<file path="src/logic/dcache_pkg.sv">
package dcache_pkg;

	// cache geometry
	localparam int NUM_SETS = 8;
	localparam int NUM_WAYS = 2;
	localparam int WORDS_PER_BLOCK = 2;

	typedef logic [31:0] word_t;
	typedef logic [25:0] tag_t;     // addr[31:6]
	typedef logic [2:0] set_idx_t;  // addr[5:3]
	typedef logic [3:0] frame_sel_t; // {way, set} while flushing

	typedef struct packed {
		tag_t tag;
		logic valid;
		logic dirty;
		word_t [WORDS_PER_BLOCK-1:0] data;
	} frame_t;

	typedef struct packed {
		logic read;
		logic write;
		logic atomic; // LL with read, SC with write
		logic halt;
		word_t addr;
		word_t store;
	} cpu_req_t;

	typedef struct packed {
		logic dhit;
		word_t load;
		logic flushed;
	} cpu_rsp_t;

	typedef struct packed {
		logic read;
		logic write;
		word_t addr;
		word_t store;
	} mem_req_t;

	// one update of the frame store, applied at the next edge
	typedef struct packed {
		logic write_word;
		logic fill;      // data word from memory, also sets tag and valid
		logic set_dirty;
		logic clr_dirty;
		logic touch;     // mark way as recently used
		set_idx_t idx;
		logic way;
		logic word;
		tag_t tag;
		word_t data;
	} frame_cmd_t;

	typedef enum logic [3:0] {
		IDLE, WB_WORD0, WB_WORD1, FETCH_WORD0, FETCH_WORD1, FETCH_DONE,
		FLUSH_WORD0, FLUSH_WORD1, FLUSH_NEXT, FLUSHED
	} ctrl_state_t;

	function automatic tag_t addr_tag(word_t a);
		return a[31:6];
	endfunction

	function automatic set_idx_t addr_set(word_t a);
		return a[5:3];
	endfunction

	function automatic logic addr_word(word_t a);
		return a[2];
	endfunction

	// byte address of one word in a block
	function automatic word_t block_addr(tag_t t, set_idx_t s, logic w);
		return {t, s, w, 2'b00};
	endfunction

endpackage
</file>
<file path="src/logic/dcache.sv">
module dcache import dcache_pkg::*; (
	input logic CLK,
	input logic nRST,
	input cpu_req_t cpu_req,
	input logic dwait,
	input word_t mem_load,
	output cpu_rsp_t cpu_rsp,
	output mem_req_t mem_req
);

	// lookup results
	logic hit, hit_way, victim_way;
	word_t hit_word;
	frame_t view_frame;

	// controller to storage
	set_idx_t view_set;
	logic view_way;
	frame_cmd_t cmd;

	// link register
	logic link_set, store_seen, link_ok;

	dcache_frame_store frame_store_inst (
		.CLK(CLK),
		.nRST(nRST),
		.lookup_addr(cpu_req.addr),
		.view_set(view_set),
		.view_way(view_way),
		.cmd(cmd),
		.hit(hit),
		.hit_way(hit_way),
		.victim_way(victim_way),
		.view_frame(view_frame),
		.hit_word(hit_word)
	);

	dcache_controller controller_inst (
		.CLK(CLK),
		.nRST(nRST),
		.cpu_req(cpu_req),
		.dwait(dwait),
		.mem_load(mem_load),
		.hit(hit),
		.hit_way(hit_way),
		.victim_way(victim_way),
		.view_frame(view_frame),
		.hit_word(hit_word),
		.link_ok(link_ok),
		.cpu_rsp(cpu_rsp),
		.mem_req(mem_req),
		.view_set(view_set),
		.view_way(view_way),
		.cmd(cmd),
		.link_set(link_set),
		.store_seen(store_seen)
	);

	dcache_link_reg link_reg_inst (
		.CLK(CLK),
		.nRST(nRST),
		.addr(cpu_req.addr),
		.link_set(link_set),
		.store_seen(store_seen),
		.link_ok(link_ok)
	);

endmodule

</file>
<file path="src/logic/dcache_controller.sv">
module dcache_controller import dcache_pkg::*; (
	input logic CLK,
	input logic nRST,
	input cpu_req_t cpu_req,
	input logic dwait,
	input word_t mem_load,
	input logic hit,
	input logic hit_way,
	input logic victim_way,
	input frame_t view_frame,
	input word_t hit_word,
	input logic link_ok,
	output cpu_rsp_t cpu_rsp,
	output mem_req_t mem_req,
	output set_idx_t view_set,
	output logic view_way,
	output frame_cmd_t cmd,
	output logic link_set,
	output logic store_seen
);

	ctrl_state_t state, state_n;
	logic miss_way, miss_way_n;        // victim latched at the start of a miss
	frame_sel_t flush_sel, flush_sel_n;

	tag_t req_tag;
	set_idx_t req_set;
	logic req_word;
	logic access;
	logic last_frame;
	logic view_dirty;

	assign req_tag = addr_tag(cpu_req.addr);
	assign req_set = addr_set(cpu_req.addr);
	assign req_word = addr_word(cpu_req.addr);
	assign access = cpu_req.read | cpu_req.write;
	assign last_frame = (flush_sel == frame_sel_t'(NUM_SETS * NUM_WAYS - 1));
	assign view_dirty = view_frame.valid & view_frame.dirty;

	// which frame the store shows us
	always_comb begin
		case (state)
			FLUSH_WORD0, FLUSH_WORD1, FLUSH_NEXT: begin
				view_set = flush_sel[2:0];
				view_way = flush_sel[3];
			end
			IDLE: begin
				view_set = req_set;
				view_way = victim_way; // dirty check before a miss starts
			end
			default: begin
				view_set = req_set;
				view_way = miss_way;
			end
		endcase
	end

	always_comb begin
		state_n = state;
		miss_way_n = miss_way;
		flush_sel_n = flush_sel;

		cpu_rsp = '0;
		cpu_rsp.flushed = (state == FLUSHED);
		mem_req = '0;
		link_set = 1'b0;
		store_seen = 1'b0;

		cmd = '0;
		cmd.idx = req_set;
		cmd.way = miss_way;
		cmd.word = req_word;
		cmd.tag = req_tag;
		cmd.data = cpu_req.store;

		case (state)
			IDLE: begin
				if (cpu_req.halt) begin
					state_n = FLUSH_WORD0;
					flush_sel_n = '0;
				end else if (cpu_req.write && cpu_req.atomic && !link_ok) begin
					cpu_rsp.dhit = 1'b1; // failed SC, nothing stored
				end else if (access && hit) begin
					cpu_rsp.dhit = 1'b1;
					cmd.way = hit_way;
					cmd.touch = 1'b1;
					if (cpu_req.write) begin
						cmd.write_word = 1'b1;
						cmd.set_dirty = 1'b1;
						store_seen = 1'b1;
						cpu_rsp.load = word_t'(cpu_req.atomic); // SC success returns 1
					end else begin
						cpu_rsp.load = hit_word;
						link_set = cpu_req.atomic;
					end
				end else if (access) begin
					miss_way_n = victim_way;
					state_n = view_dirty ? WB_WORD0 : FETCH_WORD0;
				end
			end

			// victim writeback
			WB_WORD0: begin
				mem_req.write = 1'b1;
				mem_req.addr = block_addr(view_frame.tag, req_set, 1'b0);
				mem_req.store = view_frame.data[0];
				if (!dwait) begin
					state_n = WB_WORD1;
				end
			end
			WB_WORD1: begin
				mem_req.write = 1'b1;
				mem_req.addr = block_addr(view_frame.tag, req_set, 1'b1);
				mem_req.store = view_frame.data[1];
				if (!dwait) begin
					cmd.clr_dirty = 1'b1;
					state_n = FETCH_WORD0;
				end
			end

			// block fetch into the latched way
			FETCH_WORD0: begin
				mem_req.read = 1'b1;
				mem_req.addr = block_addr(req_tag, req_set, 1'b0);
				if (!dwait) begin
					cmd.fill = 1'b1;
					cmd.word = 1'b0;
					cmd.data = mem_load;
					state_n = FETCH_WORD1;
				end
			end
			FETCH_WORD1: begin
				mem_req.read = 1'b1;
				mem_req.addr = block_addr(req_tag, req_set, 1'b1);
				if (!dwait) begin
					cmd.fill = 1'b1;
					cmd.word = 1'b1;
					cmd.data = mem_load;
					state_n = FETCH_DONE;
				end
			end
			FETCH_DONE: begin
				cpu_rsp.dhit = 1'b1;
				cmd.touch = 1'b1;
				if (cpu_req.write) begin
					cmd.write_word = 1'b1;
					cmd.set_dirty = 1'b1;
					store_seen = 1'b1;
					cpu_rsp.load = word_t'(cpu_req.atomic & link_ok);
				end else begin
					cpu_rsp.load = view_frame.data[req_word];
					link_set = cpu_req.atomic;
				end
				state_n = IDLE;
			end

			// walk all frames on halt; clean ones take a single cycle
			FLUSH_WORD0: begin
				cmd.idx = flush_sel[2:0];
				cmd.way = flush_sel[3];
				if (view_dirty) begin
					mem_req.write = 1'b1;
					mem_req.addr = block_addr(view_frame.tag, flush_sel[2:0], 1'b0);
					mem_req.store = view_frame.data[0];
					if (!dwait) begin
						state_n = FLUSH_WORD1;
					end
				end else if (last_frame) begin
					state_n = FLUSHED;
				end else begin
					flush_sel_n = flush_sel + 1'b1;
				end
			end
			FLUSH_WORD1: begin
				cmd.idx = flush_sel[2:0];
				cmd.way = flush_sel[3];
				mem_req.write = 1'b1;
				mem_req.addr = block_addr(view_frame.tag, flush_sel[2:0], 1'b1);
				mem_req.store = view_frame.data[1];
				if (!dwait) begin
					cmd.clr_dirty = 1'b1;
					state_n = FLUSH_NEXT;
				end
			end
			FLUSH_NEXT: begin
				if (last_frame) begin
					state_n = FLUSHED;
				end else begin
					flush_sel_n = flush_sel + 1'b1;
					state_n = FLUSH_WORD0;
				end
			end
			FLUSHED: begin
				state_n = FLUSHED; // held until reset
			end
			default: begin
				state_n = IDLE;
			end
		endcase
	end

	always_ff @(posedge CLK, negedge nRST) begin
		if (!nRST) begin
			state <= IDLE;
			miss_way <= 1'b0;
			flush_sel <= '0;
		end else begin
			state <= state_n;
			miss_way <= miss_way_n;
			flush_sel <= flush_sel_n;
		end
	end

endmodule

</file>
<file path="src/logic/dcache_frame_store.sv">
module dcache_frame_store import dcache_pkg::*; (
	input logic CLK,
	input logic nRST,
	input word_t lookup_addr,
	input set_idx_t view_set,
	input logic view_way,
	input frame_cmd_t cmd,
	output logic hit,
	output logic hit_way,
	output logic victim_way,
	output frame_t view_frame,
	output word_t hit_word
);

	// payload storage
	tag_t tag_mem [NUM_SETS][NUM_WAYS];
	word_t [WORDS_PER_BLOCK-1:0] data_mem [NUM_SETS][NUM_WAYS];

	// per-frame control bits
	logic [NUM_SETS-1:0][NUM_WAYS-1:0] valid_q;
	logic [NUM_SETS-1:0][NUM_WAYS-1:0] dirty_q;
	logic [NUM_SETS-1:0] used_q; // way touched last in each set

	tag_t lk_tag;
	set_idx_t lk_set;
	logic lk_word;
	logic [NUM_WAYS-1:0] match;

	assign lk_tag = addr_tag(lookup_addr);
	assign lk_set = addr_set(lookup_addr);
	assign lk_word = addr_word(lookup_addr);

	// tag compare on both ways of the set
	always_comb begin
		for (int w = 0; w < NUM_WAYS; w++) begin
			match[w] = valid_q[lk_set][w] && (tag_mem[lk_set][w] == lk_tag);
		end
	end

	assign hit = |match;
	assign hit_way = match[1];
	assign hit_word = data_mem[lk_set][hit_way][lk_word];

	// empty way first, otherwise the one not used last
	always_comb begin
		if (!valid_q[lk_set][0]) begin
			victim_way = 1'b0;
		end else if (!valid_q[lk_set][1]) begin
			victim_way = 1'b1;
		end else begin
			victim_way = ~used_q[lk_set];
		end
	end

	// frame seen by the controller for writeback, flush and miss return
	always_comb begin
		view_frame.tag = tag_mem[view_set][view_way];
		view_frame.valid = valid_q[view_set][view_way];
		view_frame.dirty = dirty_q[view_set][view_way];
		view_frame.data = data_mem[view_set][view_way];
	end

	always_ff @(posedge CLK, negedge nRST) begin
		if (!nRST) begin
			valid_q <= '0;
			dirty_q <= '0;
			used_q <= '0;
		end else begin
			if (cmd.fill) begin
				valid_q[cmd.idx][cmd.way] <= 1'b1;
				dirty_q[cmd.idx][cmd.way] <= 1'b0; // fresh block from memory
			end
			if (cmd.clr_dirty) begin
				dirty_q[cmd.idx][cmd.way] <= 1'b0;
			end
			// a store wins over any clear in the same cycle
			if (cmd.set_dirty) begin
				dirty_q[cmd.idx][cmd.way] <= 1'b1;
			end
			if (cmd.touch) begin
				used_q[cmd.idx] <= cmd.way;
			end
		end
	end

	always_ff @(posedge CLK) begin
		if (cmd.fill) begin
			tag_mem[cmd.idx][cmd.way] <= cmd.tag;
		end
		if (cmd.fill || cmd.write_word) begin
			data_mem[cmd.idx][cmd.way][cmd.word] <= cmd.data;
		end
	end

endmodule

</file>
<file path="src/logic/dcache_link_reg.sv">
module dcache_link_reg import dcache_pkg::*; (
	input logic CLK,
	input logic nRST,
	input word_t addr,
	input logic link_set,   // load-link completes
	input logic store_seen, // any store completes
	output logic link_ok
);

	word_t link_addr;
	logic link_valid;
	logic addr_match;

	assign addr_match = (link_addr == addr);
	assign link_ok = link_valid & addr_match;

	always_ff @(posedge CLK, negedge nRST) begin
		if (!nRST) begin
			link_valid <= 1'b0;
		end else if (link_set) begin
			link_valid <= 1'b1;
		end else if (store_seen && addr_match) begin
			link_valid <= 1'b0; // store to linked word breaks the link
		end
	end

	always_ff @(posedge CLK) begin
		if (link_set) begin
			link_addr <= addr;
		end
	end

endmodule

</file>
<file path="config.mk">
export PLATFORM = sky130hd
export DESIGN_NAME = dcache
export DESIGN_NICKNAME = d
export VERILOG_FILES = /design/src/logic/dcache_pkg.sv /design/src/logic/dcache.sv /design/src/logic/dcache_controller.sv /design/src/logic/dcache_frame_store.sv /design/src/logic/dcache_link_reg.sv
export SDC_FILE = /design/constraint.sdc
export NUM_CORES = 2
export LEC_CHECK = 0
export BUFFER_PORTS_ARGS = -buffer_cell sky130_fd_sc_hd__buf_2
export CORE_MARGIN = 2
export CORE_UTILIZATION = 30
export DETAILED_ROUTE_END_ITERATION = 10
export PLACE_DENSITY_LB_ADDON = 0.05
export SYNTH_ARGS = -nofsm -noshare
export SYNTH_HDL_FRONTEND = slang
export SYNTH_SLANG_ARGS = --single-unit
</file>
<file path="constraint.sdc">
create_clock -name CLK -period 5.5 [get_ports CLK]
set_input_delay 0.275 -clock CLK [delete_from_list [all_inputs] [get_ports CLK]]
set_output_delay 0.275 -clock CLK [all_outputs]
set_load 0.02 [all_outputs]
</file>
==> impl_metrics.ini <==
[logic_synthesis]
yosysTopAreaCell = edfxtp_1
synth_cell_types = 76
synth_ff_type = edfxtp_1
synthTopCellsByArea = edfxtp_1, mux2i_1, mux4_2
synth_top_area_share = 0.584
avgSynthCellArea_um2 = 16.0
ys_seq_area_frac = 0.600
ys_ff_latch = 1522
synthArstFlopShare = 0.0329
synth_common_cells = edfxtp_1, mux2i_1, mux4_2, nand2_1, mux2_2
synth.most_common_cell = edfxtp_1
synth_edf_count = 1472
yosys_warnings = 0
synthCells = 4729
syn-cell-area_um2 = 75700

[power]
vdd_drop_max_mv = 0.441
p_comb_frac = 0.403
total_power_mw = 43.7
intPower_mw = 27.2
leakage_nw = 32.1
netSwitchingFraction = 0.376
power_density_nw_per_um2 = 485
switchingPower_mw = 16.4
pwr-share-clk = 0.278
power_frac_seq = 0.319

[grt]
grt_first_pass_wirelength_mm = 395
grt_use_total = 0.220
grt-ovfl-total = 0
grt_max_degree = 151
grt_pass1_vias = 47200
antenna_found_initial = 16

[sta]
hold_viol_final = 0
rsz0062_at_grt = false
worst_slew_pin_slew_ps = 1270
finClkSkew_ps = 48.4
slew_viol_final = 0
fin_crit_ps = 5260
clock.fmax_mhz = 190
period_share = 0.956
setup_viol = 0
fin_tns_setup_ps = 0
hold_slack_ps = 74.3
maxSlewHeadroom = 0.149

[critical_path]
cp_slowest_stage_delay_ps = 570
worstRegToRegCells = 11
critical_path.slowest_cell = dfrtp_1
crit_chain = inv_1 -> mux2i_2 -> o211ai_1 -> buf_6 -> a31oi_1 -> a32o_1 -> mux2i_1 -> mux2i_2 -> o31ai_2 -> nand2b_4 -> buf_12 -> o22ai_1 -> buf_2
r2r_setup_slack_ps = 920
cp.required_ps = 5220
path_class = reg2out
reg2reg_from = link_reg_inst.link_addr[17]$_DFFE_PP_
path_max_fanout = 25
crit_arrival_ps = 4980
worst_setup_path_start_kind = register
endpoint_kind = primary output
crit_top_cell = mux2i_2
startpoint = controller_inst.state[1]$_DFFE_PN0P_

[place]
dp_hpwl_mm = 177
placed_area_um2 = 83500
portBuffers = 200
gp_congestion = 0.803
dp_cells = 8218

[floorplan]
die-area_um2 = 256000
start_util = 0.301
die_w_um = 506
die_h_um = 506
io_pins = 203
rows = 184
core_area_um2 = 251000

[cts]
insertion_delay_ps = 850
cts.sinks = 1522
cts.path.max_buffers = 3
cts-root-buf = clkbuf_16
cts_buffers = 184
cts.clk_slew.worst_paths_ps = 60
cts_tree = built
htreeDepth = 4

[finish]
fill_cells = 23700
syn2layout_area_growth_pct = 18.8
stdcell_count = 8599
final_area_um2 = 89900
nets = 5200
drive_above_1_share = 0.268

[routing]
drt-total-wl_mm = 285
firstDrtPassIters = 5
routed_via_density = 5.37
drt-initial-drc-count = 3680
vias = 46200
drc = 0
wl_per_cell_um = 33.2
ant_nets = 0

[hold_path]
hp-class = in2reg
whs_path_depth = 4
min_from = cpu_req[17]

[outcome]
status = complete, no violations

[flow_run]
max-cap-violations = 0
[critical path: cells and delay by family (launching register included)]
family	cells	cell delay [ps]
AOI/OAI and AO/OA	5	1370
buffers and inverters	4	1170
DFF	1	570
muxes	3	720
and+or+nand+nor	1	220
[cell usage in the layout (no fill, tap or decap), types with 11 or more instances in the layout]
| cell type | instances |
|---|---|
| bufinv_16 | 18 |
| clkinv_1 | 41 |
| and3_1 | 13 |
| o31ai_1 | 11 |
| xor2_1 | 54 |
| a22o_1 | 12 |
| a22oi_1 | 38 |
| dfrtp_1 | 50 |
| clkbuf_16 | 185 |
| o21ai_0 | 52 |
| buf_2 | 195 |
| clkinv_2 | 27 |
| clkbuf_1 | 47 |
| nand3b_1 | 11 |
| o21bai_1 | 12 |
| edfxtp_1 | 1472 |
| mux4_2 | 360 |
| a32o_1 | 30 |
| mux2_2 | 194 |
| nor4_1 | 16 |
| o21ai_1 | 17 |
| o22ai_1 | 72 |
| nor3_1 | 14 |
| buf_12 | 135 |
| a21oi_1 | 106 |
| buf_4 | 160 |
| nor2_4 | 50 |
| nand3_1 | 32 |
| nand4_1 | 19 |
| mux2i_1 | 1125 |
| nor2_1 | 82 |
| nand2_1 | 269 |
| a31oi_1 | 14 |
| dlygate4sd3_1 | 33 |
| o211ai_1 | 114 |
[layer usage]
layer / track usage / up-vias / wire, µm
li1: - / 19900 / -
met1: 0.314 / 24800 / 134000
met2: 0.357 / 1139 / 135000
met3: 0.0248 / 297 / 10200
met4: 0.0498 / 0 / 6010
met5: 0 / - / 0
[registers in the layout, summed over array words and instances, names as in the netlist]
name,cells
frame_store_inst.valid_q,16
controller_inst.flush_sel,4
frame_store_inst.tag_mem,416
controller_inst.miss_way,1
frame_store_inst.dirty_q,16
frame_store_inst.data_mem,1024
link_reg_inst.link_valid,1
frame_store_inst.used_q,8
link_reg_inst.link_addr,32
controller_inst.state,4
[final timing paths]
path	endpoint
max	mem_req[11]
min	frame_store_inst.data_mem[4][49]$_DFFE_PP_
max reg2reg	frame_store_inst.data_mem[5][48]$_DFFE_PP_
min reg2reg	frame_store_inst.dirty_q[15]$_DFF_PN0_
max in group asynchronous	frame_store_inst.used_q[5]$_DFFE_PN0P_
min in group asynchronous	controller_inst.state[0]$_DFFE_PN0P_
[per-stage QoR]
stage                     setup WS (ps)   util
after floorplan                    34.2      -
after global placement              247  0.332
after detailed placement            337  0.332
after CTS                          9.35  0.358
after global routing               10.3  0.358
final                               242  0.358
[cells by family (layout without fill, tap and decap cells)]
logic type,count (synthesis),count (layout),synth area share
AND/OR/NAND/NOR,568,568,0.0342
adder cells (fa/ha/maj),1,1,0.000165
multiplexers,1683,1683,0.286
AO/OA/AOI/OAI,539,539,0.0496
buffers and inverters,360,878,0.0235
flip-flops,1522,1522,0.600
other,1,5,0.0000495
XOR/XNOR,55,55,0.00636
[power by group through the flow]
| stage | Sequential (mW) | Clock, mW | Combinational (mW) |
|---|---|---|---|
| floorplan | 14.1 | 0 | 11.1 |
| global placement | 14.2 | 0 | 17.7 |
| detailed placement | 14.2 | 0 | 17.7 |
| CTS | 13.9 | 12.5 | 17.8 |
| global route | 14.0 | 12.9 | 18.7 |
| finish | 13.9 | 12.1 | 17.6 |
[timing repair]
item / in CTS / in global routing
setup buffers: 3 / 3
setup endpoints to repair: 90 / 23
hold buffers: 33 / 0
pin swaps: 4 / 1
resized for setup: 9 / 2
gates cloned: 0 / 0
endpoints found under the hold margin: 502 / 0
[final cells by class]
class                           count  area (µm²)  area share
Sequential cell                  1522       45500       0.505
Multi-Input combinational cell   2848       29000       0.322
Timing Repair Buffer              530        5320      0.0591
Clock buffer                      232        4810      0.0534
Tap cell                         3348        4190      0.0466
Clock inverter                    106        1150      0.0128
Inverter                           10        37.5    0.000417
Antenna cell                        3        7.51   0.0000835
No activity file was read; power rests on OpenSTA's default activity.
